**src/common/axi_rd_pkg.sv**
```systemverilog
// widths and burst constants of the 256-bit axi read address channel
package axi_rd_pkg;

    // ======================================================================
    // bus-side vector types
    // ======================================================================

    // byte address on the address channel
    typedef logic [31:0] addr_t;

    // axi length field, beats minus one
    typedef logic [3:0]  burst_len_t;

    // byte offset inside one 32-byte beat
    typedef logic [5:0]  beat_off_t;

    // configured outstanding burst count
    typedef logic [3:0]  outstd_t;

    // ======================================================================
    // beat and burst geometry
    // ======================================================================

    // 256-bit data bus
    localparam int BEAT_BYTES = 32;
    // log2 of the beat size, used for address stepping
    localparam int BEAT_SHIFT = 5;

    // full bursts carry 16 beats
    localparam int MAX_BURST_BEATS = 16;
    localparam burst_len_t FULL_BURST_LEN = 4'd15;

endpackage
```
**src/common/dma_req_pkg.sv**
```systemverilog
// request-side structs and the issuer state encoding
package dma_req_pkg;

    import axi_rd_pkg::*;

    // ======================================================================
    // counts
    // ======================================================================

    // 32-bit words per request
    typedef logic [29:0] word_cnt_t;

    // bursts per request
    typedef logic [21:0] burst_cnt_t;

    // ======================================================================
    // request as popped from the address fifo
    // ======================================================================

    typedef struct packed {
        addr_t     addr;      // word-aligned byte address
        word_cnt_t num_word;  // 0 behaves as 1
        logic      last;      // final request of the run
    } rd_req_t;

    // ======================================================================
    // burst plan handed from decoder to issuer and tracker
    // ======================================================================

    typedef struct packed {
        addr_t      base_addr;   // request address rounded down to the beat
        burst_cnt_t num_full;    // bursts of 16 beats
        logic [4:0] tail_beats;  // beats in the short burst, 0 if none
        beat_off_t  strb_first;  // byte offset of first valid byte
        beat_off_t  strb_last;   // byte offset just past the last byte
        logic       last;
    } burst_plan_t;

    // issuer fsm
    typedef enum logic [1:0] {
        ISSUE_IDLE,
        ISSUE_FULL,
        ISSUE_TAIL,
        ISSUE_WAIT
    } issue_state_t;

endpackage

```
**src/hdl/axi_addr_manager.sv**
```systemverilog
module axi_addr_manager
    import axi_rd_pkg::*, dma_req_pkg::*;
(
    input  logic       aclk,
    input  logic       aresetn,

    // configuration
    input  logic       rd_cfg_ready,
    input  outstd_t    rd_cfg_outstd,
    input  logic       rd_cfg_outstd_en,

    // request fifo, show-ahead
    input  rd_req_t    raddr_fifo_req,
    input  logic       raddr_fifo_empty,
    output logic       raddr_fifo_pop,

    // address channel
    input  logic       dma_raddr_burst_ok,
    output logic       dma_trans_burst_avalid,
    output addr_t      dma_trans_burst_addr,
    output burst_len_t dma_trans_burst_len,

    // data channel completion
    input  logic       axi_burst_rdata_ok,

    // per-request status
    output beat_off_t  strb_first_beat_num,
    output beat_off_t  strb_last_beat_num,
    output logic       dma_trans_first_burst,
    output logic       dma_trans_last_burst,
    output logic       read_all_done
);

    logic        plan_valid;
    logic        plan_take;
    logic        req_busy;
    burst_plan_t plan;

    // ======================================================================
    // input side
    // ======================================================================

    rd_req_decode u_decode (
        .aclk             (aclk),
        .aresetn          (aresetn),
        .rd_cfg_ready     (rd_cfg_ready),
        .raddr_fifo_req   (raddr_fifo_req),
        .raddr_fifo_empty (raddr_fifo_empty),
        .raddr_fifo_pop   (raddr_fifo_pop),
        .plan_take        (plan_take),
        .plan_valid       (plan_valid),
        .plan             (plan)
    );

    // address bursts and credits
    burst_issue u_issue (
        .aclk                   (aclk),
        .aresetn                (aresetn),
        .plan_valid             (plan_valid),
        .plan                   (plan),
        .plan_take              (plan_take),
        .req_busy               (req_busy),
        .rd_cfg_outstd          (rd_cfg_outstd),
        .rd_cfg_outstd_en       (rd_cfg_outstd_en),
        .dma_raddr_burst_ok     (dma_raddr_burst_ok),
        .dma_trans_burst_avalid (dma_trans_burst_avalid),
        .dma_trans_burst_addr   (dma_trans_burst_addr),
        .dma_trans_burst_len    (dma_trans_burst_len),
        .axi_burst_rdata_ok     (axi_burst_rdata_ok)
    );

    // output side, loads on the same take as the issuer
    rd_done_track u_track (
        .aclk                  (aclk),
        .aresetn               (aresetn),
        .plan_take             (plan_take),
        .plan                  (plan),
        .axi_burst_rdata_ok    (axi_burst_rdata_ok),
        .req_busy              (req_busy),
        .strb_first_beat_num   (strb_first_beat_num),
        .strb_last_beat_num    (strb_last_beat_num),
        .dma_trans_first_burst (dma_trans_first_burst),
        .dma_trans_last_burst  (dma_trans_last_burst),
        .read_all_done         (read_all_done)
    );

endmodule

```
**src/hdl/rd_done_track.sv**
```systemverilog
module rd_done_track
    import axi_rd_pkg::*, dma_req_pkg::*;
(
    input  logic        aclk,
    input  logic        aresetn,

    // plan load from the issuer
    input  logic        plan_take,
    input  burst_plan_t plan,

    // data burst completion
    input  logic        axi_burst_rdata_ok,

    output logic        req_busy,
    output beat_off_t   strb_first_beat_num,
    output beat_off_t   strb_last_beat_num,
    output logic        dma_trans_first_burst,
    output logic        dma_trans_last_burst,
    output logic        read_all_done
);

    logic       busy_q;
    logic       last_q;
    logic       done_q;
    burst_cnt_t total_q;
    burst_cnt_t seen_q;
    logic       final_pulse;

    // ======================================================================
    // data burst accounting
    // ======================================================================

    // last data burst of the current request
    assign final_pulse = busy_q && axi_burst_rdata_ok &&
                         ((seen_q + burst_cnt_t'(1)) == total_q);

    always_ff @(posedge aclk or negedge aresetn) begin
        if (!aresetn) begin
            busy_q              <= 1'b0;
            last_q              <= 1'b0;
            done_q              <= 1'b0;
            total_q             <= '0;
            seen_q              <= '0;
            strb_first_beat_num <= '0;
            strb_last_beat_num  <= '0;
        end else begin
            done_q <= final_pulse && last_q;
            if (plan_take) begin
                busy_q  <= 1'b1;
                last_q  <= plan.last;
                seen_q  <= '0;
                // full bursts plus an optional tail
                total_q <= plan.num_full + burst_cnt_t'(plan.tail_beats != '0);
                strb_first_beat_num <= plan.strb_first;
                strb_last_beat_num  <= plan.strb_last;
            end else if (final_pulse) begin
                busy_q <= 1'b0;
                seen_q <= '0;
            end else if (busy_q && axi_burst_rdata_ok) begin
                seen_q <= seen_q + burst_cnt_t'(1);
            end
        end
    end

    // ======================================================================
    // markers
    // ======================================================================

    assign req_busy              = busy_q;
    // nothing completed yet
    assign dma_trans_first_burst = busy_q && (seen_q == '0);
    // one burst left to complete
    assign dma_trans_last_burst  = busy_q && ((total_q - seen_q) == burst_cnt_t'(1));
    assign read_all_done         = done_q;

endmodule

```
**src/burst_issue/burst_issue.sv**
```systemverilog
module burst_issue
    import axi_rd_pkg::*, dma_req_pkg::*;
(
    input  logic        aclk,
    input  logic        aresetn,

    // plan from the decoder
    input  logic        plan_valid,
    input  burst_plan_t plan,
    output logic        plan_take,

    // tracker still has data bursts pending
    input  logic        req_busy,

    // outstanding configuration, static during a run
    input  outstd_t     rd_cfg_outstd,
    input  logic        rd_cfg_outstd_en,

    // address channel
    input  logic        dma_raddr_burst_ok,
    output logic        dma_trans_burst_avalid,
    output addr_t       dma_trans_burst_addr,
    output burst_len_t  dma_trans_burst_len,

    // one pulse per completed data burst
    input  logic        axi_burst_rdata_ok
);

    issue_state_t state_q;
    issue_state_t state_d;
    addr_t        addr_q;
    burst_len_t   len_q;
    burst_len_t   len_d;
    logic         avalid_q;
    burst_cnt_t   full_left_q;
    logic [4:0]   tail_q;
    logic [4:0]   tail_d;
    outstd_t      credit_q;
    outstd_t      credit_d;
    outstd_t      credit_lim;
    logic         accept;

    // ======================================================================
    // handshakes
    // ======================================================================

    assign accept    = avalid_q && dma_raddr_burst_ok;
    // next request only once the previous one has drained its data
    assign plan_take = plan_valid && (state_q == ISSUE_IDLE) && !req_busy;

    // disabled or zero limit falls back to a single credit
    assign credit_lim = (rd_cfg_outstd_en && (rd_cfg_outstd != '0)) ?
                        rd_cfg_outstd : outstd_t'(1);

    // tail size as seen by this cycle's update
    assign tail_d = plan_take ? plan.tail_beats : tail_q;

    // ======================================================================
    // sequencing fsm
    // ======================================================================

    always_comb begin
        state_d = state_q;
        case (state_q)
            ISSUE_IDLE: begin
                // a plan always has at least one burst
                if (plan_take) begin
                    state_d = (plan.num_full != '0) ? ISSUE_FULL : ISSUE_TAIL;
                end
            end
            ISSUE_FULL: begin
                if (accept && (full_left_q == burst_cnt_t'(1))) begin
                    state_d = (tail_q != '0) ? ISSUE_TAIL : ISSUE_WAIT;
                end
            end
            ISSUE_TAIL: begin
                if (accept) begin
                    state_d = ISSUE_WAIT;
                end
            end
            ISSUE_WAIT: begin
                // tracker sees the last data burst
                if (!req_busy) begin
                    state_d = ISSUE_IDLE;
                end
            end
            default: state_d = ISSUE_IDLE;
        endcase
    end

    // credits, one per burst in flight
    always_comb begin
        credit_d = credit_q;
        if (plan_take) begin
            credit_d = credit_lim;
        end else if (accept && !axi_burst_rdata_ok) begin
            credit_d = credit_q - outstd_t'(1);
        end else if (!accept && axi_burst_rdata_ok) begin
            credit_d = credit_q + outstd_t'(1);
        end
    end

    // length follows the burst kind about to be presented
    always_comb begin
        len_d = len_q;
        if (state_d == ISSUE_FULL) begin
            len_d = FULL_BURST_LEN;
        end else if (state_d == ISSUE_TAIL) begin
            len_d = burst_len_t'(tail_d - 5'd1);
        end
    end

    // ======================================================================
    // registers
    // ======================================================================

    always_ff @(posedge aclk or negedge aresetn) begin
        if (!aresetn) begin
            state_q     <= ISSUE_IDLE;
            avalid_q    <= 1'b0;
            credit_q    <= '0;
            len_q       <= '0;
            addr_q      <= '0;
            full_left_q <= '0;
            tail_q      <= '0;
        end else begin
            state_q  <= state_d;
            credit_q <= credit_d;
            len_q    <= len_d;
            tail_q   <= tail_d;
            // held high under back-pressure, dropped when credits run out
            avalid_q <= ((state_d == ISSUE_FULL) || (state_d == ISSUE_TAIL)) &&
                        (credit_d != '0);
            if (plan_take) begin
                addr_q      <= plan.base_addr;
                full_left_q <= plan.num_full;
            end else if (accept) begin
                // step past the beats just requested
                addr_q <= addr_q + ((addr_t'(len_q) + addr_t'(1)) << BEAT_SHIFT);
                if (state_q == ISSUE_FULL) begin
                    full_left_q <= full_left_q - burst_cnt_t'(1);
                end
            end
        end
    end

    assign dma_trans_burst_avalid = avalid_q;
    assign dma_trans_burst_addr   = addr_q;
    assign dma_trans_burst_len    = len_q;

endmodule

```
**src/hdl/rd_req_decode.sv**
```systemverilog
module rd_req_decode
    import axi_rd_pkg::*, dma_req_pkg::*;
(
    input  logic        aclk,
    input  logic        aresetn,

    // start pulse from configuration
    input  logic        rd_cfg_ready,

    // show-ahead request fifo
    input  rd_req_t     raddr_fifo_req,
    input  logic        raddr_fifo_empty,
    output logic        raddr_fifo_pop,

    // plan handshake towards the issuer
    input  logic        plan_take,
    output logic        plan_valid,
    output burst_plan_t plan
);

    logic                  run_q;
    logic                  plan_valid_q;
    burst_plan_t           plan_q;
    burst_plan_t           plan_d;
    word_cnt_t             eff_words;
    logic [BEAT_SHIFT-1:0] head_off;
    logic [32:0]           span_bytes;
    logic [32:0]           span_round;
    logic [27:0]           span_lines;

    // ======================================================================
    // beat-line arithmetic on the fifo head
    // ======================================================================

    // zero words still moves one beat
    assign eff_words = (raddr_fifo_req.num_word == '0) ? word_cnt_t'(1) : raddr_fifo_req.num_word;
    assign head_off  = raddr_fifo_req.addr[BEAT_SHIFT-1:0];

    // bytes from the beat start to the end of the request
    assign span_bytes = {28'b0, head_off} + {1'b0, eff_words, 2'b00};
    // round up to whole beats
    assign span_round = span_bytes + 33'(BEAT_BYTES - 1);
    assign span_lines = span_round[32:BEAT_SHIFT];

    always_comb begin
        plan_d.base_addr  = {raddr_fifo_req.addr[31:BEAT_SHIFT], {BEAT_SHIFT{1'b0}}};
        plan_d.num_full   = burst_cnt_t'(span_lines / MAX_BURST_BEATS);
        plan_d.tail_beats = 5'(span_lines % MAX_BURST_BEATS);
        // strobe offsets within the first and last beat
        plan_d.strb_first = beat_off_t'(head_off);
        plan_d.strb_last  = beat_off_t'(span_bytes[BEAT_SHIFT-1:0]);
        plan_d.last       = raddr_fifo_req.last;
    end

    // ======================================================================
    // pop and plan hold
    // ======================================================================

    // one request in flight towards the issuer at a time
    assign raddr_fifo_pop = !raddr_fifo_empty && run_q && !plan_valid_q;

    // run flag, stops popping once the final request is planned
    always_ff @(posedge aclk or negedge aresetn) begin
        if (!aresetn) begin
            run_q <= 1'b0;
        end else if (rd_cfg_ready) begin
            run_q <= 1'b1;
        end else if (raddr_fifo_pop && raddr_fifo_req.last) begin
            run_q <= 1'b0;
        end
    end

    always_ff @(posedge aclk or negedge aresetn) begin
        if (!aresetn) begin
            plan_valid_q <= 1'b0;
        end else if (raddr_fifo_pop) begin
            plan_valid_q <= 1'b1;
        end else if (plan_take) begin
            plan_valid_q <= 1'b0;
        end
    end

    // plan payload
    always_ff @(posedge aclk) begin
        if (raddr_fifo_pop) begin
            plan_q <= plan_d;
        end
    end

    assign plan_valid = plan_valid_q;
    assign plan       = plan_q;

endmodule

```
**config.mk**
```make
export PLATFORM = sky130hd
export DESIGN_NAME = axi_addr_manager
export DESIGN_NICKNAME = d
export VERILOG_FILES = /design/src/common/axi_rd_pkg.sv /design/src/common/dma_req_pkg.sv /design/src/hdl/axi_addr_manager.sv /design/src/hdl/rd_done_track.sv /design/src/burst_issue/burst_issue.sv /design/src/hdl/rd_req_decode.sv
export SDC_FILE = /design/constraint.sdc
export NUM_CORES = 1
export LEC_CHECK = 0
export ABC_AREA = 0
export ABC_CLOCK_PERIOD_IN_PS = 9200
export BUFFER_PORTS_ARGS = -buffer_cell sky130_fd_sc_hd__buf_2
export CORE_MARGIN = 1
export CORE_UTILIZATION = 52
export CTS_BUF_LIST = sky130_fd_sc_hd__clkbuf_8
export DETAILED_ROUTE_END_ITERATION = 16
export HOLD_SLACK_MARGIN = 0.08
export PLACE_DENSITY = 0.72
export SYNTH_ARGS = -nofsm -noshare
export SYNTH_HDL_FRONTEND = slang
export SYNTH_HIERARCHICAL = 1
export SYNTH_SLANG_ARGS = --single-unit
export TNS_END_PERCENT = 50
```
**constraint.sdc**
```tcl
create_clock -name aclk -period 9.2 [get_ports aclk]
set_clock_uncertainty 0.05 [all_clocks]
set_input_delay 1.84 -clock aclk [delete_from_list [all_inputs] [get_ports aclk]]
set_output_delay 1.84 -clock aclk [all_outputs]
set_load 0.1 [all_outputs]
```
==> flow_summary.toml, run 1 <==
[outcome]
outcome = "finished clean"

[sta]
finalCritPeriodShare = 0.675
drv_slew = 0
layout_min_cycle_time_ps = 6210
setup_viol = 0
slew-limit-headroom = 0.413
worstMarginPinSlew_ps = 880
rsz0062_at_grt = "false"
hold_violations = 0
fmax_ghz = 0.161
finalSetupTns_ps = 0

[logic_synthesis]
synth-edff-count = 62
synth_area_per_cell_um2 = 9.12
synth_area_leaders = "dfrtp_1, edfxtp_1, xnor2_1"
ys_warn_count = 6
syn_area_um2 = 12900
async_flop_share = 0.679
ys_types = 94
synthTopCellsByCount = "nand2_1, dfrtp_1, nor2_1"
synthCells = 1413
synth_most_common_cell = "nand2_1"
ys_seq_area_frac = 0.399
synth_top_area_frac = 0.254
yosys.area.top_type = "dfrtp_1"
synthFlopType = "dfrtp_1"
ys_seq_elements = 193

[critical_path]
crit_arrival_ps = 4320
crit_top_cell = "nor4_1"
end_kind = "output pin"
crit_start = "u_track/seen_q[0]"
critical_path.cell_chain = "ha_1 -> fa_1 -> nand3b_1 -> or4_1 -> nor4_1 -> o2111ai_1 -> or4_1 -> nor4_1 -> nand4_1 -> nor4_1 -> buf_2"
timing.rr.end = "u_track/seen_q[14]"
start_kind = "flip-flop"
worstSetupPathType = "reg -> out"
cp_slowest_cell = "or4_1"
reg2regPathDepth = 8
critPathMaxFanout = 8
endpoint = "dma_trans_last_burst"
max_stage_delay_ps = 530
regToRegStartpoint = "u_track/seen_q[3]"
rrSetupSlack_ps = 5530
required_ps = 7310

[grt]
grt_pass1_vias = 10400
grt_use_total = 0.258
overflow = 0
grt_max_degree = 96
antenna_found_initial = 0
grt_first_pass_wirelength_mm = 53.2

[placement]
gp_congestion = 0.954
place_hpwl_mm = 24.1
io_buffer_count = 126
dpl_cell_area_um2 = 13500

[clock_network]
clock-root-buffer = "clkbuf_8"
clockBufferDepth = 2
insertion_delay_ps = 490
clkTransAtPathRegs_ps = 130
cts_resized = 0
post_cts_buffers = 0
htree_levels = 4
clock_sinks = 193
hold_buffers = 0
cts_tree = "done"
cts_buffers = 17

[cells_and_area]
register_area_um2 = 5140
fill_cells = 2234
drive_gt1_frac = 0.145
multi_input_comb_area_um2 = 7130
final_area_um2 = 14000
syn2layout_area_growth_pct = 8.43
n_antenna_cell = 0
final_nets = 1597

[route]
avgViaCountPerCell = 6.09
route.vias.total = 11100
ant_nets = 0
drcViolationCount = 0
post_drt_wl_per_cell_um = 18.0
routed_wl_mm = 32.7
first_iter_violations = 832
drt_pass1_iterations = 5

[power_and_ir_drop]
power_uw = 5160
pwr_density_cell_nw_per_um2 = 369
p_leak_uw = 0.00553
peakVddDrop_mv = 0.188

[floorplanning]
die_h_um = 159
coreArea_um2 = 24300
die_w_um = 159
core.rowCount = 57
dieArea_um2 = 25400
ios = 127
initial_core_util = 0.530

[min_path]
hold_path_class = "reg -> reg"
holdPathStages = 2

[flow_run]
max-cap-violations = 0
-- layout by cell type, fill, tap and decap left out, types with 44 or more instances in the layout --
| cell type | synthesis | final |
|---|---|---|
| nand3_1 | 68 | 68 |
| nand2_1 | 148 | 148 |
| nor2_1 | 108 | 108 |
| inv_1 | 49 | 49 |
| nor4_1 | 44 | 44 |
| buf_2 | 32 | 125 |
| xor2_1 | 49 | 49 |
| a21oi_1 | 65 | 65 |
| o21ai_0 | 66 | 66 |
| dfrtp_1 | 131 | 131 |
| edfxtp_1 | 62 | 62 |
| xnor2_1 | 76 | 76 |
-- layout make-up --
type / count / share of cell area
inverter: 50 / 0.0136
timing repair buffer: 132 / 0.0488
multi-input combinational: 1086 / 0.510
clock inverter: 14 / 0.0125
sequential: 193 / 0.368
clock buffer: 18 / 0.0177
tap: 324 / 0.0290
-- state kept, by name (all words and copies together) (netlist names), 4 cells and up --
signal,flops
u_track/total_q,22
u_issue/full_left_q,22
u_issue/dma_trans_burst_len,4
u_issue/credit_q,4
u_track/strb_last_beat_num,6
u_issue/tail_q,5
u_decode/plan,62
u_track/strb_first_beat_num,6
u_issue/dma_trans_burst_addr,32
u_track/seen_q,22
-- cells by family after synthesis --
group / count (synthesis) / share of synthesized area
xor gates and xnor gates: 125 / 0.0850
adders and majority gates: 43 / 0.0435
AOI/OAI and AO/OA: 305 / 0.159
other: 1 / 0.000291
and+or+nand+nor: 583 / 0.244
buffers and inverters: 141 / 0.0506
muxes: 22 / 0.0184
DFF: 193 / 0.399
-- routing by layer --
| metal | GRT usage | vias up | wire, µm |
|---|---|---|---|
| met2 | 0.417 | 323 | 15200 |
| met4 | 0.0935 | 0 | 770 |
| li1 | - | 5325 | - |
| met1 | 0.361 | 5358 | 15300 |
| met3 | 0.0274 | 56 | 1440 |
| met5 | 0 | - | 0 |
-- metrics by stage --
step,setup WS [ps],cells,hold slack (ps),utilization
finish,2990,1817,408,0.575
global route,2680,1817,428,0.575
CTS,2960,1817,408,0.575
detailed placement,3320,1785,393,0.557
global placement,3360,1785,380,0.557
floorplan,1640,1420,376,-
-- worst min path at each step --
stage                           start                               end  slack [ps]
finish              u_decode/plan[52]  u_issue/dma_trans_burst_addr[12]         410
global route        u_decode/plan[52]  u_issue/dma_trans_burst_addr[12]         430
CTS                 u_decode/plan[52]  u_issue/dma_trans_burst_addr[12]         410
detailed placement  u_decode/plan[52]  u_issue/dma_trans_burst_addr[12]         390
global placement    u_decode/plan[52]  u_issue/dma_trans_burst_addr[12]         380
floorplan           u_decode/plan[50]  u_issue/dma_trans_burst_addr[10]         380
-- critical path: cells and delay by family (launching register included) --
kind / cells / cell delay (ps)
buf+inv: 1 / 470
fa+ha+maj: 2 / 730
compound gates: 1 / 150
simple gates: 7 / 2020
flops: 1 / 480
-- report_power, final --
| group | total, µW | internal (µW) | switching, µW |
|---|---|---|---|
| Clock | 579 | 218 | 361 |
| Sequential | 1550 | 1180 | 363 |
| Combinational | 3030 | 956 | 2080 |
| Total | 5160 | 2360 | 2800 |
Power figures use the tool's default switching activity.
==> run 2, diff against run 1 <==
- ABC_CLOCK_PERIOD_IN_PS: 9200 -> 5600
- PLACE_DENSITY: 0.72 -> 0.74
- clock period: 9.2 -> 5.6 ns (I/O delays scaled with it)
==> flow_summary.toml, run 2 (synthesized netlist as in run 1, its figures left out) <==
[clock_network]
htree_levels = 4
cts_tree = "done"
clockBufferDepth = 2
clock-root-buffer = "clkbuf_8"
insertion_delay_ps = 480
clock_sinks = 193
clkTransAtPathRegs_ps = 120
cts_buffers = 17

[cells_and_area]
final_core_util = 0.577
drive_gt1_frac = 0.148
syn2layout_area_growth_pct = 8.90
largest_reg_flops = 62
final_common_cell = "nand2_1"
final_cell_mix = "nand2_1, dfrtp_1, buf_2, nor2_1, xnor2_1"
n_antenna_cell = 0
fill_cells = 2175
final_nets = 1599

[route]
first_iter_violations = 744
drt_pass1_iterations = 5
drcViolationCount = 0
ant_nets = 0
routed_wl_mm = 32.5
post_drt_wl_per_cell_um = 17.8
route.vias.total = 11100
avgViaCountPerCell = 6.12

[critical_path]
cp_slowest_cell = "or4_1"
start_kind = "flip-flop"
worstSetupPathType = "reg -> out"
rrSetupSlack_ps = 2020
reg2regPathDepth = 8
timing.rr.end = "u_track/seen_q[12]"
critical_path.cell_chain = "ha_1 -> fa_1 -> nand3b_1 -> or4_1 -> nor4_2 -> o2111ai_1 -> or4_1 -> nor4_2 -> nand4_1 -> nor4_2 -> buf_6"
max_stage_delay_ps = 560
end_kind = "output pin"
required_ps = 4430
critPathMaxFanout = 8
regToRegStartpoint = "u_track/seen_q[3]"
crit_top_cell = "nor4_2"
crit_arrival_ps = 4050

[min_path]
holdPathStages = 2
hold_path_class = "reg -> reg"
min_to = "u_issue/dma_trans_burst_addr[27]"
min_from = "u_decode/plan[67]"

[flow_run]
max-cap-violations = 0

[sta]
fmax_ghz = 0.192
worstMarginPinSlew_ps = 910
hold_violations = 0
slew-limit-headroom = 0.393
finalCritPeriodShare = 0.932
setup_viol = 0
layout_setup_ws_ps = 379
layout_min_cycle_time_ps = 5220
drv_slew = 0
rsz0062_at_grt = "false"

[floorplanning]
coreArea_um2 = 24300
ios = 127
initial_core_util = 0.530
dieArea_um2 = 25400
core.rowCount = 57
die_h_um = 159
die_w_um = 159

[outcome]
outcome = "finished clean"

[power_and_ir_drop]
pwr_density_cell_nw_per_um2 = 605
peakVddDrop_mv = 0.426
p_leak_uw = 0.00555

[placement]
place_hpwl_mm = 24.0
io_buffer_count = 126
pre_cts_slack_ps = 444
gp_congestion = 0.947

[grt]
grt_first_pass_wirelength_mm = 52.8
overflow = 0
grt_max_degree = 92
antenna_found_initial = 0
grt_use_total = 0.256
grt_pass1_vias = 10300
[run 2: changes by cell type in the layout (fill, tap and decap cells not counted), sizes merged]
cell	before	now
clkbuf	18	17
inv	58	55
buf	132	134
clkinv	6	9
bufinv	0	1
[run 2: worst max path at each step]
stage	startpoint	endpoint	slack [ps]	cells past startpoint
after global routing	u_track/seen_q[0]	dma_trans_last_burst	140	11
after global placement	raddr_fifo_req[24]	u_decode/plan[35]	490	14
after CTS	u_track/seen_q[0]	dma_trans_last_burst	140	11
final	u_track/seen_q[0]	dma_trans_last_burst	380	11
after detailed placement	raddr_fifo_req[24]	u_decode/plan[35]	440	14
after floorplan	u_track/seen_q[14]	dma_trans_last_burst	-100	12
[run 2: metrics by stage]
step	power (µW)	instances	TNS [ps]	instance area (µm²)	hold WS (ps)
6_report	8490	1819	0	14000	405
3_5_place_dp	7480	1787	0	13600	390
5_1_grt	9020	1819	0	14000	438
4_1_cts	8440	1819	0	14000	405
2_1_floorplan	6440	1420	-101	12900	376
3_3_place_gp	7390	1787	0	13600	380
[run 2: layer usage]
| layer | GRT usage | wire length (µm) | vias up |
|---|---|---|---|
| li1 | - | - | 5337 |
| met1 | 0.353 | 14700 | 5380 |
| met2 | 0.423 | 15500 | 366 |
| met3 | 0.0326 | 1620 | 47 |
| met4 | 0.0787 | 669 | 0 |
| met5 | 0 | 0 | - |
[run 2: timing repair]
item	4_1_cts	5_1_grt
gates resized for setup	0	6
endpoints found under the setup margin	0	1
hold buffers	0	0
setup buffers	0	0
[run 2: worst max-delay path, delay by kind of cell (launching register included)]
kind	cells	cell delay, ps
adder cells (fa/ha/maj)	2	720
AND/OR/NAND/NOR	7	2010
flip-flops	1	460
AO/OA/AOI/OAI	1	140
buffers and inverters	1	260
[run 2: area by class of cell]
cell class | instances | area [µm²] | area share
clock buffers | 17 | 234 | 0.0167
clock inverters | 15 | 196 | 0.0140
multi-input cells | 1086 | 7150 | 0.510
repair buffers | 134 | 716 | 0.0510
well taps | 324 | 405 | 0.0289
inverters | 50 | 190 | 0.0136
flip-flops and latches | 193 | 5140 | 0.366
[run 2: report_power, final]
group          switching (µW)  total (µW)  leakage (µW)  internal (µW)
Sequential                578        2520       0.00206           1950
Clock                     554         937      0.000218            382
Combinational            3450        5020       0.00327           1580
Total                    4580        8490       0.00555           3910
